==> config.mk <==
export PLATFORM = sky130hd
export DESIGN_NAME = uart_top
export DESIGN_NICKNAME = d
export VERILOG_FILES = /design/src/hw/uart_frame_pkg.sv /design/src/hw/uart_timing_pkg.sv /design/src/hw/uart_rx_if.sv /design/src/hw/uart_top.sv /design/src/hw/uart.sv /design/src/hw/uart_rx.sv /design/src/hw/uart_tx.sv /design/src/hw/uart_baud_gen.sv
export SDC_FILE = /design/constraint.sdc
export NUM_CORES = 1
export LEC_CHECK = 0
export BUFFER_PORTS_ARGS = -buffer_cell sky130_fd_sc_hd__buf_2
export CORE_MARGIN = 2
export CORE_UTILIZATION = 65
export CTS_BUF_LIST = sky130_fd_sc_hd__clkbuf_8
export DETAILED_ROUTE_END_ITERATION = 7
export PLACE_DENSITY = 0.86
export SYNTH_ARGS = -nofsm -noshare
export SYNTH_HDL_FRONTEND = slang
export SYNTH_SLANG_ARGS = --single-unit
==> constraint.sdc <==
create_clock -name clk -period 5.2 [get_ports clk]
set_input_delay 0.52 -clock clk [delete_from_list [all_inputs] [get_ports clk]]
set_output_delay 0.52 -clock clk [all_outputs]
set_load 0.03 [all_outputs]
==> src/hw/uart_frame_pkg.sv <==
////////////////////////////////////////////////////////////////////////////
// Frame is fixed at 8 data bits, even parity, one stop bit, idle high
////////////////////////////////////////////////////////////////////////////

package uart_frame_pkg;

    ////////////////////////////////////////////////////////////////////////////
    // Frame format
    ////////////////////////////////////////////////////////////////////////////

    // Data bits per frame, sent LSB first
    localparam int unsigned DATA_BITS = 8;

    // Data bit counter width
    localparam int unsigned BIT_CNT_W = 3;

    // Start + data + parity + stop
    localparam int unsigned FRAME_BITS = DATA_BITS + 3;

    // One data word
    typedef logic [DATA_BITS-1:0] data_word_t;

    ////////////////////////////////////////////////////////////////////////////
    // Serial engine states
    ////////////////////////////////////////////////////////////////////////////

    // Transmitter, state names the bit currently on the line
    // IDLE also covers the wait for the first bit tick after a write
    typedef enum logic [2:0] {
        TX_IDLE,
        TX_START,
        TX_DATA,
        TX_PARITY,
        TX_STOP
    } tx_state_t;

    // Receiver, state names the bit expected at the next centre sample
    typedef enum logic [2:0] {
        RX_IDLE,
        RX_START,
        RX_DATA,
        RX_PARITY,
        RX_STOP
    } rx_state_t;

endpackage

==> src/hw/uart_timing_pkg.sv <==
////////////////////////////////////////////////////////////////////////////
// Rates are fixed at elaboration. OVERSAMPLE must equal 2**SAMPLE_CNT_W
// because the receiver lets its sample counter wrap between bit centres
////////////////////////////////////////////////////////////////////////////

package uart_timing_pkg;

    ////////////////////////////////////////////////////////////////////////////
    // Divider
    ////////////////////////////////////////////////////////////////////////////

    // clk cycles per oversample tick
    // Kept small so a frame is short in simulation
    localparam int unsigned CLKS_PER_SAMPLE = 4;

    // Width of the clk cycle counter in the baud generator
    localparam int unsigned CLK_CNT_W = $clog2(CLKS_PER_SAMPLE);

    ////////////////////////////////////////////////////////////////////////////
    // Oversampling
    ////////////////////////////////////////////////////////////////////////////

    // Samples per bit
    localparam int unsigned OVERSAMPLE = 16;

    // Sample counter width, one full bit per wrap
    localparam int unsigned SAMPLE_CNT_W = 4;

    // Sample index nearest the bit centre
    // Counted from the start edge, so this is the 8th sample
    localparam int unsigned MID_SAMPLE = OVERSAMPLE / 2 - 1;

endpackage
==> src/hw/uart_rx_if.sv <==
////////////////////////////////////////////////////////////////////////////
// Data and error flags are only meaningful while valid is high
////////////////////////////////////////////////////////////////////////////

`timescale 1ns/1ps

interface uart_rx_if;
    import uart_frame_pkg::*;

    // Received word
    data_word_t data;
    // One-cycle strobe per frame
    logic       valid;
    // Stop bit sampled low
    logic       frame_error;
    // Odd count of ones over data and parity
    logic       parity_error;

    // Receiver side
    modport source (output data, output valid, output frame_error, output parity_error);

    // Consumer side
    modport sink (input data, input valid, input frame_error, input parity_error);

endinterface

==> src/hw/uart_top.sv <==
////////////////////////////////////////////////////////////////////////////
// Baud rate fixed by uart_timing_pkg, bit time is 64 clk
////////////////////////////////////////////////////////////////////////////

`timescale 1ns/1ps

module uart_top (
    input  logic                                 clk,
    input  logic                                 reset_b,
    input  logic [uart_frame_pkg::DATA_BITS-1:0] tx_data,
    input  logic                                 tx_write,
    input  logic                                 rx_in,
    output logic                                 tx_out,
    output logic                                 tx_ready,
    output logic [uart_frame_pkg::DATA_BITS-1:0] rx_data,
    output logic                                 rx_ready,
    output logic                                 rx_frame_error,
    output logic                                 rx_parity_error
);

    // Enable ticks shared by both serial engines
    logic sample_tick;
    logic bit_tick;

    uart_baud_gen baud_i (
        .clk         (clk),
        .reset_b     (reset_b),
        .sample_tick (sample_tick),
        .bit_tick    (bit_tick)
    );

    uart uart_i (
        .clk             (clk),
        .reset_b         (reset_b),
        .sample_tick     (sample_tick),
        .bit_tick        (bit_tick),
        .tx_data         (tx_data),
        .tx_write        (tx_write),
        .rx_in           (rx_in),
        .tx_out          (tx_out),
        .tx_ready        (tx_ready),
        .rx_data         (rx_data),
        .rx_ready        (rx_ready),
        .rx_frame_error  (rx_frame_error),
        .rx_parity_error (rx_parity_error)
    );

endmodule

==> src/hw/uart.sv <==
////////////////////////////////////////////////////////////////////////////
// No receive buffering. Each new word overwrites the last one
////////////////////////////////////////////////////////////////////////////

`timescale 1ns/1ps

module uart (
    input  logic                       clk,
    input  logic                       reset_b,
    input  logic                       sample_tick,
    input  logic                       bit_tick,
    input  uart_frame_pkg::data_word_t tx_data,
    input  logic                       tx_write,
    input  logic                       rx_in,
    output logic                       tx_out,
    output logic                       tx_ready,
    output uart_frame_pkg::data_word_t rx_data,
    output logic                       rx_ready,
    output logic                       rx_frame_error,
    output logic                       rx_parity_error
);

    // Receiver result
    uart_rx_if rx_if ();

    uart_tx tx_i (
        .clk      (clk),
        .reset_b  (reset_b),
        .bit_tick (bit_tick),
        .tx_data  (tx_data),
        .tx_write (tx_write),
        .tx_ready (tx_ready),
        .tx_out   (tx_out)
    );

    uart_rx rx_i (
        .clk         (clk),
        .reset_b     (reset_b),
        .sample_tick (sample_tick),
        .rx_in       (rx_in),
        .rx_bus      (rx_if.source)
    );

    // Received word register, all ones until the first frame
    // Strobe delayed one cycle to line up with the registered word
    always_ff @(posedge clk or negedge reset_b) begin
        if (!reset_b) begin
            rx_data         <= '1;
            rx_ready        <= 1'b0;
            rx_frame_error  <= 1'b0;
            rx_parity_error <= 1'b0;
        end else begin
            rx_ready <= rx_if.valid;
            if (rx_if.valid) begin
                rx_data         <= rx_if.data;
                rx_frame_error  <= rx_if.frame_error;
                rx_parity_error <= rx_if.parity_error;
            end
        end
    end

endmodule

==> src/hw/uart_rx.sv <==
////////////////////////////////////////////////////////////////////////////
// Start pulses shorter than half a bit are dropped. A new frame needs a
// falling edge, so a line stuck low after a frame error stays silent
////////////////////////////////////////////////////////////////////////////

`timescale 1ns/1ps

module uart_rx (
    input  logic      clk,
    input  logic      reset_b,
    input  logic      sample_tick,
    input  logic      rx_in,
    uart_rx_if.source rx_bus
);
    import uart_timing_pkg::*;
    import uart_frame_pkg::*;

    logic                    rx_meta;
    logic                    rx_sync;
    logic                    rx_prev;
    logic                    start_edge;
    logic                    mid_bit;
    rx_state_t               state;
    logic [SAMPLE_CNT_W-1:0] sample_cnt;
    logic [BIT_CNT_W-1:0]    bit_cnt;
    data_word_t              shift_q;
    logic                    parity_q;
    logic                    valid_q;
    logic                    frame_err_q;
    logic                    parity_err_q;

    ////////////////////////////////////////////////////////////////////////////
    // Input synchronizer and edge detect
    ////////////////////////////////////////////////////////////////////////////

    // Two flops, then one more for the edge, all idle high
    always_ff @(posedge clk or negedge reset_b) begin
        if (!reset_b) begin
            rx_meta <= 1'b1;
            rx_sync <= 1'b1;
            rx_prev <= 1'b1;
        end else begin
            rx_meta <= rx_in;
            rx_sync <= rx_meta;
            rx_prev <= rx_sync;
        end
    end

    assign start_edge = rx_prev && !rx_sync;

    // Centre of the current bit
    // Counter wraps once per bit so this repeats every OVERSAMPLE ticks
    assign mid_bit = sample_tick && (sample_cnt == SAMPLE_CNT_W'(MID_SAMPLE));

    // Sample counter, phase locked to the start edge
    always_ff @(posedge clk or negedge reset_b) begin
        if (!reset_b) begin
            sample_cnt <= '0;
        end else if ((state == RX_IDLE) && start_edge) begin
            sample_cnt <= '0;
        end else if (sample_tick) begin
            sample_cnt <= sample_cnt + 1'b1;
        end
    end

    // Data bits arrive LSB first, shift in at the top
    always_ff @(posedge clk) begin
        if (mid_bit && (state == RX_DATA)) begin
            shift_q <= {rx_sync, shift_q[DATA_BITS-1:1]};
        end
    end

    ////////////////////////////////////////////////////////////////////////////
    // Frame FSM
    ////////////////////////////////////////////////////////////////////////////

    always_ff @(posedge clk or negedge reset_b) begin
        if (!reset_b) begin
            state        <= RX_IDLE;
            bit_cnt      <= '0;
            parity_q     <= 1'b0;
            valid_q      <= 1'b0;
            frame_err_q  <= 1'b0;
            parity_err_q <= 1'b0;
        end else begin
            // Strobe lasts one cycle
            valid_q <= 1'b0;
            unique case (state)
                RX_IDLE: begin
                    if (start_edge) begin
                        state <= RX_START;
                    end
                end
                RX_START: begin
                    if (mid_bit) begin
                        if (rx_sync) begin
                            // Glitch, line back high by half a bit
                            state <= RX_IDLE;
                        end else begin
                            bit_cnt  <= '0;
                            parity_q <= 1'b0;
                            state    <= RX_DATA;
                        end
                    end
                end
                RX_DATA: begin
                    if (mid_bit) begin
                        parity_q <= parity_q ^ rx_sync;
                        if (bit_cnt == BIT_CNT_W'(DATA_BITS - 1)) begin
                            state <= RX_PARITY;
                        end else begin
                            bit_cnt <= bit_cnt + 1'b1;
                        end
                    end
                end
                RX_PARITY: begin
                    // Even parity leaves the running XOR at zero
                    if (mid_bit) begin
                        parity_q <= parity_q ^ rx_sync;
                        state    <= RX_STOP;
                    end
                end
                RX_STOP: begin
                    if (mid_bit) begin
                        valid_q      <= 1'b1;
                        frame_err_q  <= !rx_sync;
                        parity_err_q <= parity_q;
                        state        <= RX_IDLE;
                    end
                end
                default: begin
                    state <= RX_IDLE;
                end
            endcase
        end
    end

    // Result to the wrapper
    assign rx_bus.data         = shift_q;
    assign rx_bus.valid        = valid_q;
    assign rx_bus.frame_error  = frame_err_q;
    assign rx_bus.parity_error = parity_err_q;

endmodule

==> src/hw/uart_tx.sv <==
////////////////////////////////////////////////////////////////////////////
// Writes while busy are dropped. Start bit waits for the next bit tick,
// so latency from write to start varies by up to one bit time
////////////////////////////////////////////////////////////////////////////

`timescale 1ns/1ps

module uart_tx (
    input  logic                       clk,
    input  logic                       reset_b,
    input  logic                       bit_tick,
    input  uart_frame_pkg::data_word_t tx_data,
    input  logic                       tx_write,
    output logic                       tx_ready,
    output logic                       tx_out
);
    import uart_frame_pkg::*;

    tx_state_t            state;
    data_word_t           shift_q;
    logic [BIT_CNT_W-1:0] bit_cnt;
    logic                 parity_q;
    logic                 load;
    logic                 last_data;
    logic                 shift_en;

    // tx_ready is only high in idle
    assign load = tx_write && tx_ready;

    // Last data bit is on the line
    assign last_data = (bit_cnt == BIT_CNT_W'(DATA_BITS - 1));

    // Next data bit leaves the register
    assign shift_en = bit_tick &&
                      ((state == TX_START) || ((state == TX_DATA) && !last_data));

    ////////////////////////////////////////////////////////////////////////////
    // Data shift register
    ////////////////////////////////////////////////////////////////////////////

    // LSB goes out first, zeros fill from the top
    always_ff @(posedge clk) begin
        if (load) begin
            shift_q <= tx_data;
        end else if (shift_en) begin
            shift_q <= {1'b0, shift_q[DATA_BITS-1:1]};
        end
    end

    ////////////////////////////////////////////////////////////////////////////
    // Frame FSM
    ////////////////////////////////////////////////////////////////////////////

    // Line driven from a register so it never glitches
    always_ff @(posedge clk or negedge reset_b) begin
        if (!reset_b) begin
            state    <= TX_IDLE;
            bit_cnt  <= '0;
            parity_q <= 1'b0;
            tx_ready <= 1'b1;
            tx_out   <= 1'b1;
        end else begin
            unique case (state)
                TX_IDLE: begin
                    if (load) begin
                        // Word held, wait for bit boundary
                        tx_ready <= 1'b0;
                        bit_cnt  <= '0;
                        parity_q <= 1'b0;
                    end else if (bit_tick && !tx_ready) begin
                        tx_out <= 1'b0;
                        state  <= TX_START;
                    end
                end
                TX_START: begin
                    if (bit_tick) begin
                        // Bit 0 out
                        tx_out   <= shift_q[0];
                        parity_q <= parity_q ^ shift_q[0];
                        state    <= TX_DATA;
                    end
                end
                TX_DATA: begin
                    if (bit_tick) begin
                        if (last_data) begin
                            // Even parity, accumulated over all data bits
                            tx_out <= parity_q;
                            state  <= TX_PARITY;
                        end else begin
                            tx_out   <= shift_q[0];
                            parity_q <= parity_q ^ shift_q[0];
                            bit_cnt  <= bit_cnt + 1'b1;
                        end
                    end
                end
                TX_PARITY: begin
                    if (bit_tick) begin
                        tx_out <= 1'b1;
                        state  <= TX_STOP;
                    end
                end
                TX_STOP: begin
                    // Ready again on the tick ending the stop bit
                    if (bit_tick) begin
                        tx_ready <= 1'b1;
                        state    <= TX_IDLE;
                    end
                end
                default: begin
                    state <= TX_IDLE;
                end
            endcase
        end
    end

endmodule

==> src/hw/uart_baud_gen.sv <==
////////////////////////////////////////////////////////////////////////////
// Free running from reset, first sample_tick CLKS_PER_SAMPLE cycles later
////////////////////////////////////////////////////////////////////////////

`timescale 1ns/1ps

module uart_baud_gen (
    input  logic clk,
    input  logic reset_b,
    output logic sample_tick,
    output logic bit_tick
);
    import uart_timing_pkg::*;

    logic [CLK_CNT_W-1:0]    clk_cnt;
    logic [SAMPLE_CNT_W-1:0] sample_cnt;
    logic                    clk_wrap;
    logic                    sample_wrap;

    // Last cycle of a sample period
    assign clk_wrap = (clk_cnt == CLK_CNT_W'(CLKS_PER_SAMPLE - 1));
    // Last sample of a bit period
    assign sample_wrap = (sample_cnt == SAMPLE_CNT_W'(OVERSAMPLE - 1));

    // Both counters, sample count advances once per sample period
    always_ff @(posedge clk or negedge reset_b) begin
        if (!reset_b) begin
            clk_cnt    <= '0;
            sample_cnt <= '0;
        end else begin
            if (clk_wrap) begin
                clk_cnt <= '0;
                if (sample_wrap) begin
                    sample_cnt <= '0;
                end else begin
                    sample_cnt <= sample_cnt + 1'b1;
                end
            end else begin
                clk_cnt <= clk_cnt + 1'b1;
            end
        end
    end

    // Registered ticks
    // bit_tick coincides with every OVERSAMPLE-th sample_tick
    always_ff @(posedge clk or negedge reset_b) begin
        if (!reset_b) begin
            sample_tick <= 1'b0;
            bit_tick    <= 1'b0;
        end else begin
            sample_tick <= clk_wrap;
            bit_tick    <= clk_wrap && sample_wrap;
        end
    end

endmodule

==> results_dict.tcl <==
set metrics [dict create \
    ant_nets 0 \
    nets 236 \
    wl_per_cell_um 16.2 \
    power.density_nw_per_um2 390 \
    critical-path-top-delay-family "compound AO/OA/AOI/OAI gates" \
    synthTopCellsByArea "dfrtp_1, edfxtp_1, dfstp_2" \
    vdd_drop_max_mv 0.330 \
    worstSetupStartpointType "flip-flop" \
    maxSlewViolCount 0 \
    layout_common_cells "dfrtp_1, buf_2, mux2_2" \
    switching_share 0.213 \
    viasPerCell 5.88 \
    register_area_um2 1620 \
    hold_buffers 0 \
    finalClockSkew_ps 13.6 \
    hold_class "input port to flip-flop" \
    p_switching_w 0.000244 \
    initial_core_util 0.683 \
    multiInputGateArea_um2 863 \
    synth_top_area_cell "dfrtp_1" \
    fin_setup_tns_ps 0 \
    dr.pass1.iters 4 \
    clk_latency_ps 330 \
    first_global_vias 1646 \
    yosysWarnings 0 \
    place.gp.congestion 0.764 \
    vias 1588 \
    rsz0062_at_grt "false" \
    synth_top_cell_area_share 0.315 \
    antenna_found_initial 0 \
    endpoint_kind "flip-flop" \
    cpPeakStageDelay_ps 810 \
    drive_gt1_frac 0.333 \
    post_cts_resized 0 \
    cts_sinks 61 \
    synth_seq_cells 61 \
    grt_pass1_wl_um 7240 \
    syn_nets 208 \
    seq_area_frac_synth 0.639 \
    antenna_cells 0 \
    postSynthCellCount 189 \
    period_share 0.431 \
    grt.overflow.total 0 \
    place_hpwl_um 2970 \
    cts_tree "yes" \
    crit_type "flip-flop to flip-flop" \
    drt-initial-drc-count 160 \
    cap_viol_max_count 0 \
    nFillCells 222 \
    ys_types 39 \
    cts-root-buf "clkbuf_8" \
    p_clk_frac 0.466 \
    cp.required_ps 5150 \
    crit_slowest_cell "o21ai_0" \
    worstHoldPathCells 1 \
    final_common_cell "dfrtp_1" \
    async_reset_ff_frac 0.738 \
    clock_path_buffers 2 \
    cts_buffers 9 \
    die_h_um 66.5 \
    syn_to_final_growth_pct 15.8 \
    crit_top_cell "ha_1" \
    worst_ep_arrival_time_ps 2190 \
    grt_max_degree 46 \
    combPwrFrac 0.054 \
    synth-main-ff-cell "dfrtp_1" \
    drcViolationCount 0 \
    coreArea_um2 3720 \
    p_int_w 0.000901 \
    cts_setup_buffers 0 \
    dieArea_um2 4420 \
    critPathBufInv 0 \
    io-pin-count 25 \
    max_freq_mhz 446 \
    worst_pin_slew_ps 1040 \
    final_util 0.791 \
    finalPower_w 0.00115 \
    slew_headroom 0.300 \
    outcome "complete, no violations" \
    synth_edf_count 16 \
    synth_area_um2 2540 \
    wirelength_um 4390 \
    hold_viol 0 \
    cp_cell_sequence "ha_1 > ha_1 > nor3_1 > a21oi_1 > o21ai_0" \
    path_clk_slew_ps 70 \
    seqPwrFrac 0.480 \
    rr_worst_depth 5 \
    cp.depth 5 \
    htreeDepth 3 \
    power_leakage_nw 1.27 \
    fp.dieW_um 66.5 \
    setup_violations 0 \
    synth_area_per_cell_um2 13.4 \
    cp_max_fo 8 \
    grtUsageTotal 0.229 \
    rows 22 \
    io_buffers 24 \
    fin_crit_ps 2240 \
]
[stage by stage]
| stage | cell area, um^2 | hold WS (ps) | instances | worst slack [ps] |
|---|---|---|---|---|
| after CTS | 2940 | 278 | 270 | 2960 |
| after detailed placement | 2680 | 351 | 254 | 2970 |
| after floorplan | 2540 | 224 | 189 | 3240 |
| after global routing | 2940 | 279 | 270 | 2800 |
| final | 2940 | 294 | 270 | 2960 |
| after global placement | 2680 | 349 | 254 | 3100 |
[metal layers]
metal	wire [um]	vias to the layer above	GRT usage
met5	0	-	0
met4	87	0	0.133
met3	197	9	0.0726
met2	2250	45	0.373
met1	1850	794	0.267
li1	-	740	-
[registers in the layout, summed over array words and instances (netlist names), 2 cells and up]
register	count
baud_i.sample_cnt	4
uart_i.rx_data	8
uart_i.tx_i.shift_q	8
baud_i.clk_cnt	2
uart_i.rx_i.rx_bus.data	8
uart_i.tx_i.state	3
uart_i.rx_i.bit_cnt	3
uart_i.tx_i.bit_cnt	3
uart_i.rx_i.state	3
uart_i.rx_i.sample_cnt	4
[synth_stat cells (all sizes together) (2+ instances only)]
cell	number
a21oi	7
a22o	4
and4bb	2
buf	4
clkbuf	3
dfrtp	32
dfstp	13
edfxtp	16
ha	7
inv	4
mux2	22
mux2i	3
nand2	13
nand2b	3
nand3	3
nand3b	2
nand4	3
nor2	15
nor3	3
o21ai	10
xnor2	5
xor2	2
[power groups by stage]
stage,Combinational [W],Clock (W),Sequential (W)
finish,0.0000620,0.000534,0.000550
floorplan,0.0000569,0,0.000538
global route,0.0000704,0.000562,0.000554
detailed placement,0.0000611,0,0.000558
global placement,0.0000545,0,0.000553
CTS,0.0000647,0.000538,0.000550
[cell type report]
class                           instances  area share
Inverter                                4     0.00511
Multi-Input combinational cell        117       0.294
Sequential cell                        61       0.552
Tap cell                               48      0.0204
Timing Repair Buffer                   24      0.0409
Clock inverter                          4      0.0319
Clock buffer                           12      0.0562
[final timing paths]
check,startpoint,end,slack (ps)
setup reg to reg,uart_i.tx_i.bit_cnt[0],uart_i.tx_i.shift_q[5],2960
max in group asynchronous,reset_b,uart_i.rx_i.sample_cnt[1],4270
min in group asynchronous,reset_b,uart_i.tx_i.parity_q,330
setup / recovery,uart_i.tx_i.bit_cnt[0],uart_i.tx_i.shift_q[5],2960
hold reg to reg,uart_i.rx_i.rx_meta,uart_i.rx_i.rx_sync,360
hold / removal,rx_in,uart_i.rx_i.rx_meta,290
[cells by family after synthesis]
| logic type | count (synthesis) | share of synthesized area |
|---|---|---|
| simple gates | 50 | 0.102 |
| fa+ha+maj | 7 | 0.0345 |
| compound gates | 28 | 0.0700 |
| mux | 25 | 0.109 |
| flops | 61 | 0.639 |
| xor+xnor | 7 | 0.0242 |
| buf+inv | 11 | 0.0207 |
Power figures use the tool's default switching activity.
